==> config.mk <==
export PLATFORM = sky130hd
export DESIGN_NAME = arb_wrr
export DESIGN_NICKNAME = d
export VERILOG_FILES = /design/src/logic/arb_pkg.sv /design/src/logic/arb_weight_counter.sv /design/src/logic/arb_pri_rr.sv /design/src/logic/arb_wrr.sv
export SDC_FILE = /design/constraint.sdc
export NUM_CORES = 1
export LEC_CHECK = 0
export BUFFER_PORTS_ARGS = -buffer_cell sky130_fd_sc_hd__buf_4
export CELL_PAD_IN_SITES_DETAIL_PLACEMENT = 0
export CELL_PAD_IN_SITES_GLOBAL_PLACEMENT = 1
export CORE_ASPECT_RATIO = 0.7
export CORE_MARGIN = 2
export CORE_UTILIZATION = 41
export DETAILED_ROUTE_END_ITERATION = 12
export GPL_TIMING_DRIVEN = 0
export HOLD_SLACK_MARGIN = 0.15
export PLACE_DENSITY = 0.81
export SYNTH_ARGS = -nofsm -noshare
export SYNTH_HDL_FRONTEND = slang
export SYNTH_SLANG_ARGS = --single-unit
==> constraint.sdc <==
create_clock -name clk -period 4.3 [get_ports clk]
set_clock_uncertainty 0.2 [all_clocks]
set_input_delay 0.43 -clock clk [delete_from_list [all_inputs] [get_ports clk]]
set_output_delay 0.43 -clock clk [all_outputs]
set_load 0.01 [all_outputs]
==> src/logic/arb_pkg.sv <==
// Sizes, vector typedefs and the request bundle struct of the weighted arbiter
package arb_pkg;

  // ---------------------------------------------------------------------
  // Sizes
  // ---------------------------------------------------------------------

  localparam int num_requesters = 4;
  // Zero is not a legal weight
  localparam int max_weight = 7;
  // Saturation level of every accumulated weight
  localparam int max_acc_weight = 14;

  // Derived widths
  localparam int weight_width = $clog2(max_weight + 1);
  localparam int acc_weight_width = $clog2(max_acc_weight + 1);
  localparam int req_idx_width = $clog2(num_requesters);

  // Holds max_acc_weight + max_weight, plus a sign bit for the floor at zero
  localparam int acc_calc_width = $clog2(max_acc_weight + max_weight + 1) + 1;

  // ---------------------------------------------------------------------
  // Types
  // ---------------------------------------------------------------------

  // One bit per requester, for request, grant and priority class
  typedef logic [num_requesters-1:0] req_vec_t;

  typedef logic [weight_width-1:0] weight_t;

  typedef logic [acc_weight_width-1:0] acc_weight_t;

  // Round-robin pointer
  typedef logic [req_idx_width-1:0] req_idx_t;

  // Request bundle into the top level
  typedef struct packed {
    req_vec_t                         request;
    weight_t [num_requesters-1:0]     weights;
  } arb_req_t;

endpackage

==> src/logic/arb_weight_counter.sv <==
// Saturating accumulated-weight counter with weighted increment and unit decrement
`timescale 1ns/1ps

module arb_weight_counter (
  input  logic                 clk,
  input  logic                 reset,
  input  logic                 enable,
  input  logic                 replenish,
  input  arb_pkg::weight_t     weight,
  input  logic                 spend,
  output arb_pkg::acc_weight_t acc_weight
);

  import arb_pkg::*;

  // Signed working width so both limits apply to the full result
  logic signed [acc_calc_width-1:0] acc_ext;
  logic signed [acc_calc_width-1:0] incr_ext;
  logic signed [acc_calc_width-1:0] decr_ext;
  logic signed [acc_calc_width-1:0] sum;
  acc_weight_t                      acc_next;

  // Zero-extended operands
  assign acc_ext  = {{(acc_calc_width - acc_weight_width){1'b0}}, acc_weight};
  assign incr_ext = replenish ? {{(acc_calc_width - weight_width){1'b0}}, weight} : '0;
  assign decr_ext = {{(acc_calc_width - 1){1'b0}}, spend};

  // Add and subtract in one step, then clamp once
  assign sum = acc_ext + incr_ext - decr_ext;

  always_comb begin
    if (sum < 0) begin
      acc_next = '0;
    end else if (sum > max_acc_weight) begin
      acc_next = acc_weight_t'(max_acc_weight);
    end else begin
      acc_next = acc_weight_t'(sum);
    end
  end

  // ---------------------------------------------------------------------
  // Accumulated weight register
  // ---------------------------------------------------------------------

  // Holds its value while enable is low
  always_ff @(posedge clk) begin
    if (reset) begin
      acc_weight <= '0;
    end else if (enable) begin
      acc_weight <= acc_next;
    end
  end

endmodule

==> src/logic/arb_pri_rr.sv <==
// Two-class round-robin arbiter with a registered pointer and combinational grant
`timescale 1ns/1ps

module arb_pri_rr (
  input  logic              clk,
  input  logic              reset,
  input  logic              enable_priority_update,
  input  arb_pkg::req_vec_t request,
  input  arb_pkg::req_vec_t high_priority,
  output arb_pkg::req_vec_t grant
);

  import arb_pkg::*;

  // Requests that fall in the high-priority class
  req_vec_t high_requests;
  logic     any_high_request;

  // Set the scan runs over
  req_vec_t candidates;

  // Round-robin state
  req_idx_t ptr;
  req_idx_t ptr_next;
  req_idx_t winner_idx;

  // ---------------------------------------------------------------------
  // Class selection
  // ---------------------------------------------------------------------

  assign high_requests    = request & high_priority;
  assign any_high_request = |high_requests;

  // Low-priority requests only compete when no high-priority one exists
  assign candidates = any_high_request ? high_requests : request;

  // ---------------------------------------------------------------------
  // Cyclic scan from the pointer
  // ---------------------------------------------------------------------

  // First candidate at or after ptr wins, wrapping past the top index
  always_comb begin
    logic     found;
    req_idx_t scan_idx;

    found      = 1'b0;
    scan_idx   = ptr;
    grant      = '0;
    winner_idx = ptr;
    for (int i = 0; i < num_requesters; i++) begin
      scan_idx = req_idx_t'(ptr + req_idx_t'(i));
      if (!found && candidates[scan_idx]) begin
        found           = 1'b1;
        grant[scan_idx] = 1'b1;
        winner_idx      = scan_idx;
      end
    end
  end

  // ---------------------------------------------------------------------
  // Pointer update
  // ---------------------------------------------------------------------

  // Next search starts just past the winner
  always_comb begin
    if (winner_idx == req_idx_t'(num_requesters - 1)) begin
      ptr_next = '0;
    end else begin
      ptr_next = winner_idx + 1'b1;
    end
  end

  // Moves only on enabled cycles that produced a grant
  always_ff @(posedge clk) begin
    if (reset) begin
      ptr <= '0;
    end else if (enable_priority_update && (|grant)) begin
      ptr <= ptr_next;
    end
  end

endmodule

==> src/logic/arb_wrr.sv <==
// Weighted round-robin arbiter top with replenish and spend control
`timescale 1ns/1ps

module arb_wrr (
  input  logic              clk,
  input  logic              reset,
  input  logic              enable_priority_update,
  input  arb_pkg::arb_req_t req,
  output arb_pkg::req_vec_t grant
);

  import arb_pkg::*;

  // Unpacked request bundle
  req_vec_t                     request;
  weight_t [num_requesters-1:0] weights;

  // Per-client accumulated weights and the class mask built from them
  acc_weight_t [num_requesters-1:0] acc_weight;
  req_vec_t                         high_priority;

  // Counter control
  logic     any_high_priority_request;
  logic     replenish;
  req_vec_t spend;

  assign request = req.request;
  assign weights = req.weights;

  // ---------------------------------------------------------------------
  // Priority arbitration
  // ---------------------------------------------------------------------

  // Grant is combinational from request and the registered state
  arb_pri_rr pri_rr0 (
    .clk                    (clk),
    .reset                  (reset),
    .enable_priority_update (enable_priority_update),
    .request                (request),
    .high_priority          (high_priority),
    .grant                  (grant)
  );

  // ---------------------------------------------------------------------
  // Replenish and spend
  // ---------------------------------------------------------------------

  assign any_high_priority_request = |(request & high_priority);

  // Refill every counter once no requester has credit left
  assign replenish = enable_priority_update && (|request) && !any_high_priority_request;

  // The winner pays one unit
  assign spend = enable_priority_update ? grant : '0;

  // ---------------------------------------------------------------------
  // Accumulated weights
  // ---------------------------------------------------------------------

  for (genvar i = 0; i < num_requesters; i++) begin : gen_counter
    arb_weight_counter counter0 (
      .clk        (clk),
      .reset      (reset),
      .enable     (enable_priority_update),
      .replenish  (replenish),
      .weight     (weights[i]),
      .spend      (spend[i]),
      .acc_weight (acc_weight[i])
    );

    // Any credit left puts the client in the high class
    assign high_priority[i] = |acc_weight[i];
  end

endmodule

[After elaboration in Yosys (flattened, before gate mapping)]
Cells that the tools add are included.
Cells by class
  add/sub/neg operators: 12
  $lt $le $gt $ge: 16
  eq/ne operators: 1
  multiplexer cells: 41
  bitwise logic cells: 4
  reductions and logical operators: 21
Operators by type and width (count)
  4-bit 2-to-1 mux: 14
  4-bit OR reduction: 7
  5-bit by 6-bit adder with 6-bit output: 4
  6-bit by 5-bit greater-than comparator with 1-bit output, second input constant: 4
  6-bit by 1-bit less-than comparator with 1-bit output, second input constant: 4
  6-bit by 2-bit subtractor with 6-bit output: 4
  2-bit by 3-bit less-than comparator with 1-bit output, second input constant: 4
  3-bit 2-to-1 mux: 4
  4-bit bitwise OR: 3
  1-bit 2-to-1 mux: 11
  1-bit logical AND: 10
  1-bit binary-select mux with 2-bit select: 4
  1-bit demux with 2-bit select: 4
  2-bit by 1-bit greater-or-equal comparator with 1-bit output, second input constant: 4
  2-bit 2-to-1 mux: 4
  2-bit by 1-bit adder with 2-bit output, second input constant: 2
  2-bit adder, second input constant: 2
  4-bit AND: 1
  1-bit logical NOT: 4
  2-bit == test, second input constant: 1
Storage, ports and cells
  register bits: 18
  input port bits: 19
  output and inout bits: 4
  logic and storage cells: 100

[Longest topological paths before layout]
  depth after elaboration: 21
  gate-level depth with buffers: 22

[By module]
From an unflattened synthesis, not the netlist that was laid out.
Second synthesis, totals
  cell total of the unflattened synthesis: 272
  area, all modules: 2232.1 um^2
Modules (own cells, without submodules)
  arb_weight_counter: instances 4, cells an instance 46, area an instance 382.9 um^2, seq. area each 80.1 um^2
  arb_pri_rr: instances 1, cells an instance 76, area an instance 600.6 um^2, seq. area each 40.0 um^2
  arb_wrr: instances 1, cells an instance 12, area an instance 100.1 um^2, seq. area each 0.0 um^2

[Worst setup path after synthesis]
Ideal clock, no wire load.
  path type: register to register
  from: register gen_counter[1].counter0.acc_weight[3]
  to: register gen_counter[2].counter0.acc_weight[0]
  setup time: 0.132 ns
  arrival time: 3.981 ns
  required time: 3.968 ns
  setup slack: -0.013 ns
  cell stages (with the launch flop): 18
  buffers on the path: 0
  cells stage by stage: dfxtp_1 o41ai_4 a41oi_2 mux2_4 o221a_4 a221oi_1 a2bb2oi_1 and2b_2 ha_1 inv_1 ha_1 fa_1 a21o_1 a21oi_1 xnor2_1 inv_1 nand4_1 a21oi_1
On the way
  longest elaborated chain between the ends: 21
  elaborated cells on any way between the ends: 38
Ends and longest elaborated chain
  start: declaration: RTL line arb_weight_counter.sv:11  | output arb_pkg::acc_weight_t acc_weight
  start signal: assignment: RTL line arb_weight_counter.sv:50  | acc_weight <= acc_next;
  4-bit OR reduction (*): RTL line arb_wrr.sv:72  | assign high_priority[i] = |acc_weight[i];
  4-bit AND (*): RTL line arb_pri_rr.sv:31, arb_wrr.sv:48
  4-bit OR reduction: RTL line arb_pri_rr.sv:32, arb_wrr.sv:48
  4-bit 2-to-1 mux: RTL line arb_pri_rr.sv:35  | assign candidates = any_high_request ? high_requests : request;
  1-bit binary-select mux with 2-bit select: RTL line arb_pri_rr.sv:52  | if (!found && candidates[scan_idx]) begin
  1-bit 2-to-1 mux (not written as such): RTL line arb_pri_rr.sv:52
  1-bit 2-to-1 mux: RTL line arb_pri_rr.sv:52
  1-bit logical NOT: RTL line arb_pri_rr.sv:52
  [5 not listed]
  1-bit logical NOT: RTL line arb_pri_rr.sv:52
  1-bit logical AND: RTL line arb_pri_rr.sv:52
  4-bit 2-to-1 mux: RTL line arb_pri_rr.sv:52
  4-bit 2-to-1 mux: RTL line arb_wrr.sv:54  | assign spend = enable_priority_update ? grant : '0;
  6-bit by 2-bit subtractor with 6-bit output (*): RTL line arb_weight_counter.sv:29  | assign sum = acc_ext + incr_ext - decr_ext;
  6-bit by 5-bit greater-than comparator with 1-bit output: RTL line arb_weight_counter.sv:34  | end else if (sum > max_acc_weight) begin
  4-bit 2-to-1 mux: RTL line arb_weight_counter.sv:34
  4-bit 2-to-1 mux (*): RTL line arb_weight_counter.sv:32  | if (sum < 0) begin
  end signal: assignment: RTL line arb_weight_counter.sv:50
  end: declaration: RTL line arb_weight_counter.sv:11
Every way passes the cells marked *; elsewhere a longest branch is shown, timed or not. The select of a mux whose other input is x is not followed.
A chain may end at the register's enable or synchronous reset.

[Final worst setup path]
  from: register gen_counter[3].counter0.acc_weight[3]
  to: register gen_counter[1].counter0.acc_weight[2]
On the way
  longest elaborated chain between the ends: 21
  elaborated cells on any way between the ends: 38
Ends and longest elaborated chain (RTL line)
  start: declaration: arb_weight_counter.sv:11
  start signal: assignment: arb_weight_counter.sv:50
  4-bit OR reduction (*): arb_wrr.sv:72
  4-bit AND (*): arb_pri_rr.sv:31, arb_wrr.sv:48
  4-bit OR reduction: arb_pri_rr.sv:32, arb_wrr.sv:48
  4-bit 2-to-1 mux: arb_pri_rr.sv:35
  1-bit binary-select mux with 2-bit select: arb_pri_rr.sv:52
  1-bit 2-to-1 mux (not written as such): arb_pri_rr.sv:52
  1-bit 2-to-1 mux: arb_pri_rr.sv:52
  1-bit logical NOT: arb_pri_rr.sv:52
  [5 not listed]
  1-bit logical NOT: arb_pri_rr.sv:52
  1-bit logical AND: arb_pri_rr.sv:52
  4-bit 2-to-1 mux: arb_pri_rr.sv:52
  4-bit 2-to-1 mux: arb_wrr.sv:54
  6-bit by 2-bit subtractor with 6-bit output (*): arb_weight_counter.sv:29
  6-bit by 5-bit greater-than comparator with 1-bit output: arb_weight_counter.sv:34
  4-bit 2-to-1 mux: arb_weight_counter.sv:34
  4-bit 2-to-1 mux (*): arb_weight_counter.sv:32
Marks and branches as above.

==> flow_summary_export.csv <==
group,metric,value,unit
outcome,status,"complete, but fails checks",
outcome,violations,"setup timing",
clock_network,cts_max_level,1,
synthesis,syn_inst,306,
worst_setup_path,crit_type,"reg2reg",
placed_design,portBuffers,20,
synthesis,synth_area_leaders,"ha_1, dfxtp_1, inv_1",
min_path,holdPathEnd,"gen_counter[3].counter0.acc_weight[3]",
sta,hold_viol,0,
clock_network,cts_sinks,18,
detailed_routing,drtAntennaViolNets,0,
synthesis,yosysTopAreaCell,"ha_1",
sta,fin_crit,4360,ps
sta,report.final.slew_viol_count,0,
cells_and_area,antennaDiodeCount,0,
grt,antenna_found_initial,0,
worst_setup_path,r2r_start,"gen_counter[3].counter0.acc_weight[3]",
worst_setup_path,cp_common_cell,"inv_2",
synthesis,syn_nets,372,
synthesis,yosysWarnings,0,
detailed_routing,avgRoutedWirePerCell,15.3,um
clock_network,root_buffer,"clkbuf_8",
placed_design,place_congestion,0.838,
cells_and_area,fin_util,56.7,%
synthesis,synth_flop_cell,"dfxtp_1",
min_path,hold_depth,2,
clock_network,path_clk_slew,70,ps
sta,period_share,101,%
worst_setup_path,critical-path-top-delay-family,"compound AO/OA/AOI/OAI gates",
clock_network,cts_tree,"done",
synthesis,synth.distinct_cells,51,
clock_network,ctsHoldBuffers,0,
cells_and_area,final_cell_mix,"buf_4, inv_1, ha_1",
detailed_routing,drt_pass1_iterations,4,
worst_setup_path,max_stage_delay,660,ps
cells_and_area,nets,430,
floorplanning,io_pins,23,
worst_setup_path,reg2reg_depth,18,
worst_setup_path,crit_path_cell_trace,"o41a_1 -> o311ai_0 -> nor3_1 -> a41o_2 -> a2bb2oi_2 -> and2b_1 -> ha_1 -> inv_1 -> ha_2 -> inv_2 -> fa_2 -> inv_2 -> a21o_1 -> a21oi_2 -> xnor2_2 -> nand2_1 -> a2bb2oi_1 -> nor2_1",
floorplanning,die-width,97.4,um
worst_setup_path,crit_buf_inv,3,
placed_design,dp_hpwl,4650,um
worst_setup_path,cp-end-kind,"flop",
worst_setup_path,crit_fanout,7,
detailed_routing,remaining_drc_errors,0,
min_path,hold_path_startpoint,"gen_counter[3].counter0.acc_weight[3]",
grt,track_usage,19.4,%
floorplanning,rows,23,
floorplanning,die_h,69.4,um
synthesis,synth_edf_count,0,
floorplanning,core_area,5810,sq um
min_path,hold_class,"reg2reg",
cells_and_area,final_area,3300,sq um
floorplanning,start_util,43.1,%
clock_network,numCtsBuffers,3,
synthesis,synth_top_cell_area_share,21.5,%
worst_setup_path,required,4230,ps
synthesis,syn_avg_cell_area,8.19,sq um
synthesis,ys_async_sr_fraction,0,%
sta,maxClockFrequency,229,MHz
placed_design,dp_cells,401,
detailed_routing,dr_total_vias,2372,
job,maxCapViolCount,0,
grt,grt_pass1_vias,2354,
detailed_routing,drt-total-wl,6700,um
cells_and_area,area_growth_syn_to_layout,31.6,%
floorplanning,die-area,6760,sq um
grt,grt_start_max_net_pins,11,
synthesis,synth_seq_cells,18,
worst_setup_path,r2r-end,"gen_counter[1].counter0.acc_weight[2]",
worst_setup_path,slowest_stage,"o311ai_0",
clock_network,worstSkewPairLatency,250,ps
grt,grt_overflow,0,
sta,finalSetupViolCount,4,
sta,fin_setup_tns,-170,ps
sta,max_slew_margin,53.5,%
detailed_routing,first_iter_violations,127,
synthesis,seq_area_frac_synth,14.4,%
worst_setup_path,start_kind,"flop",
sta,fin_ws,-62.9,ps
placed_design,placed_area,2750,sq um
sta,worstMarginPinSlew,689,ps
worst_setup_path,r2r_slack,-60,ps
cells_and_area,drive_above_1_share,32.2,%
cells_and_area,instances_no_fill,438,
detailed_routing,viasPerCell,5.42,
sta,rsz0062_at_grt,"true",
clock_network,cts_buffer_depth,2,
worst_setup_path,critPathArrivalTime,4290,ps
cells_and_area,final_common_cell,"buf_4",
synthesis,syn-cell-area,2500,sq um
grt,grt_pass1_wl,10900,um
==> state kept, by name (all words and copies together), names as in the netlist <==
register / count
gen_counter.counter0.acc_weight: 16
pri_rr0.ptr: 2
==> cell usage after synthesis, drive strengths merged, types with 5 or more instances <==
master   instances
dfxtp           18
nand2           12
xnor2            8
a21oi           25
inv             53
nand4            8
o21ai           12
o41ai            5
clkbuf           7
a2bb2oi          7
a221oi           7
nor2            16
ha              43
nand2b          18
a21o             8
==> per-stage QoR <==
step	setup WS [ps]	hold WS [ps]
final	-62.9	305
after global routing	-221	320
after CTS	-38.2	313
after detailed placement	-624	326
after global placement	-613	318
after floorplan	3.66	301
==> layout make-up <==
| type | count | area, sq um |
|---|---|---|
| fillers | 547 | 2520 |
| multi-input cells | 226 | 2110 |
| repair buffers | 53 | 405 |
| flip-flops and latches | 18 | 392 |
| inverters | 53 | 203 |
| well taps | 75 | 93.8 |
| clock buffers | 4 | 55.1 |
| plain buffers | 9 | 40.0 |
==> how the worst max path moves through the flow <==
stage	startpoint	to	slack [ps]	cells after the start
after floorplan	gen_counter[1].counter0.acc_weight[0]	gen_counter[2].counter0.acc_weight[0]	4	17
after global placement	pri_rr0.ptr[0]	gen_counter[1].counter0.acc_weight[2]	-610	22
after detailed placement	req[12]	gen_counter[1].counter0.acc_weight[1]	-620	20
after CTS	gen_counter[2].counter0.acc_weight[3]	gen_counter[1].counter0.acc_weight[1]	-40	20
after global routing	gen_counter[3].counter0.acc_weight[3]	gen_counter[1].counter0.acc_weight[2]	-220	20
final	gen_counter[3].counter0.acc_weight[3]	gen_counter[1].counter0.acc_weight[2]	-60	18
==> kinds of logic (layout without fill, tap and decap cells) <==
kind of cell,count (synthesis),in the layout,share of synthesized area (%)
AND/OR/NAND/NOR,71,71,15.1
buffers and inverters,62,119,9.49
XOR/XNOR,12,12,4.20
AO/OA/AOI/OAI,93,93,30.7
multiplexers,3,3,1.45
flip-flops,18,18,14.4
adder cells (fa/ha/maj),47,47,24.7
==> worst register-to-register path: cells and delay by family (launching register included) <==
family	cells	cell delay, ps
AOI/OAI and AO/OA	7	2080
adders and majority gates	3	790
and+or+nand+nor	4	460
DFF	1	340
xor gates and xnor gates	1	220
buffers and inverters	3	160
==> metal layers <==
layer / vias up / track usage, % / part of all wire (%)
met3: 13 / 3.63 / 4.5
li1: 1205 / - / -
met4: 0 / 4.32 / 2.0
met2: 55 / 32.3 / 46
met5: - / 0 / 0
met1: 1099 / 26.3 / 47
==> repair_timing <==
action | in CTS | in global routing
endpoints found under the setup margin | 16 | 16
hold endpoints to repair | 0 | 0
pin swaps | 19 | 25
resized for setup | 40 | 31
buffers inserted | 20 | 13
Power is left out: the tool's default activity adds up to more than one toggle a clock period on the data nets, which glitch-free logic cannot reach.
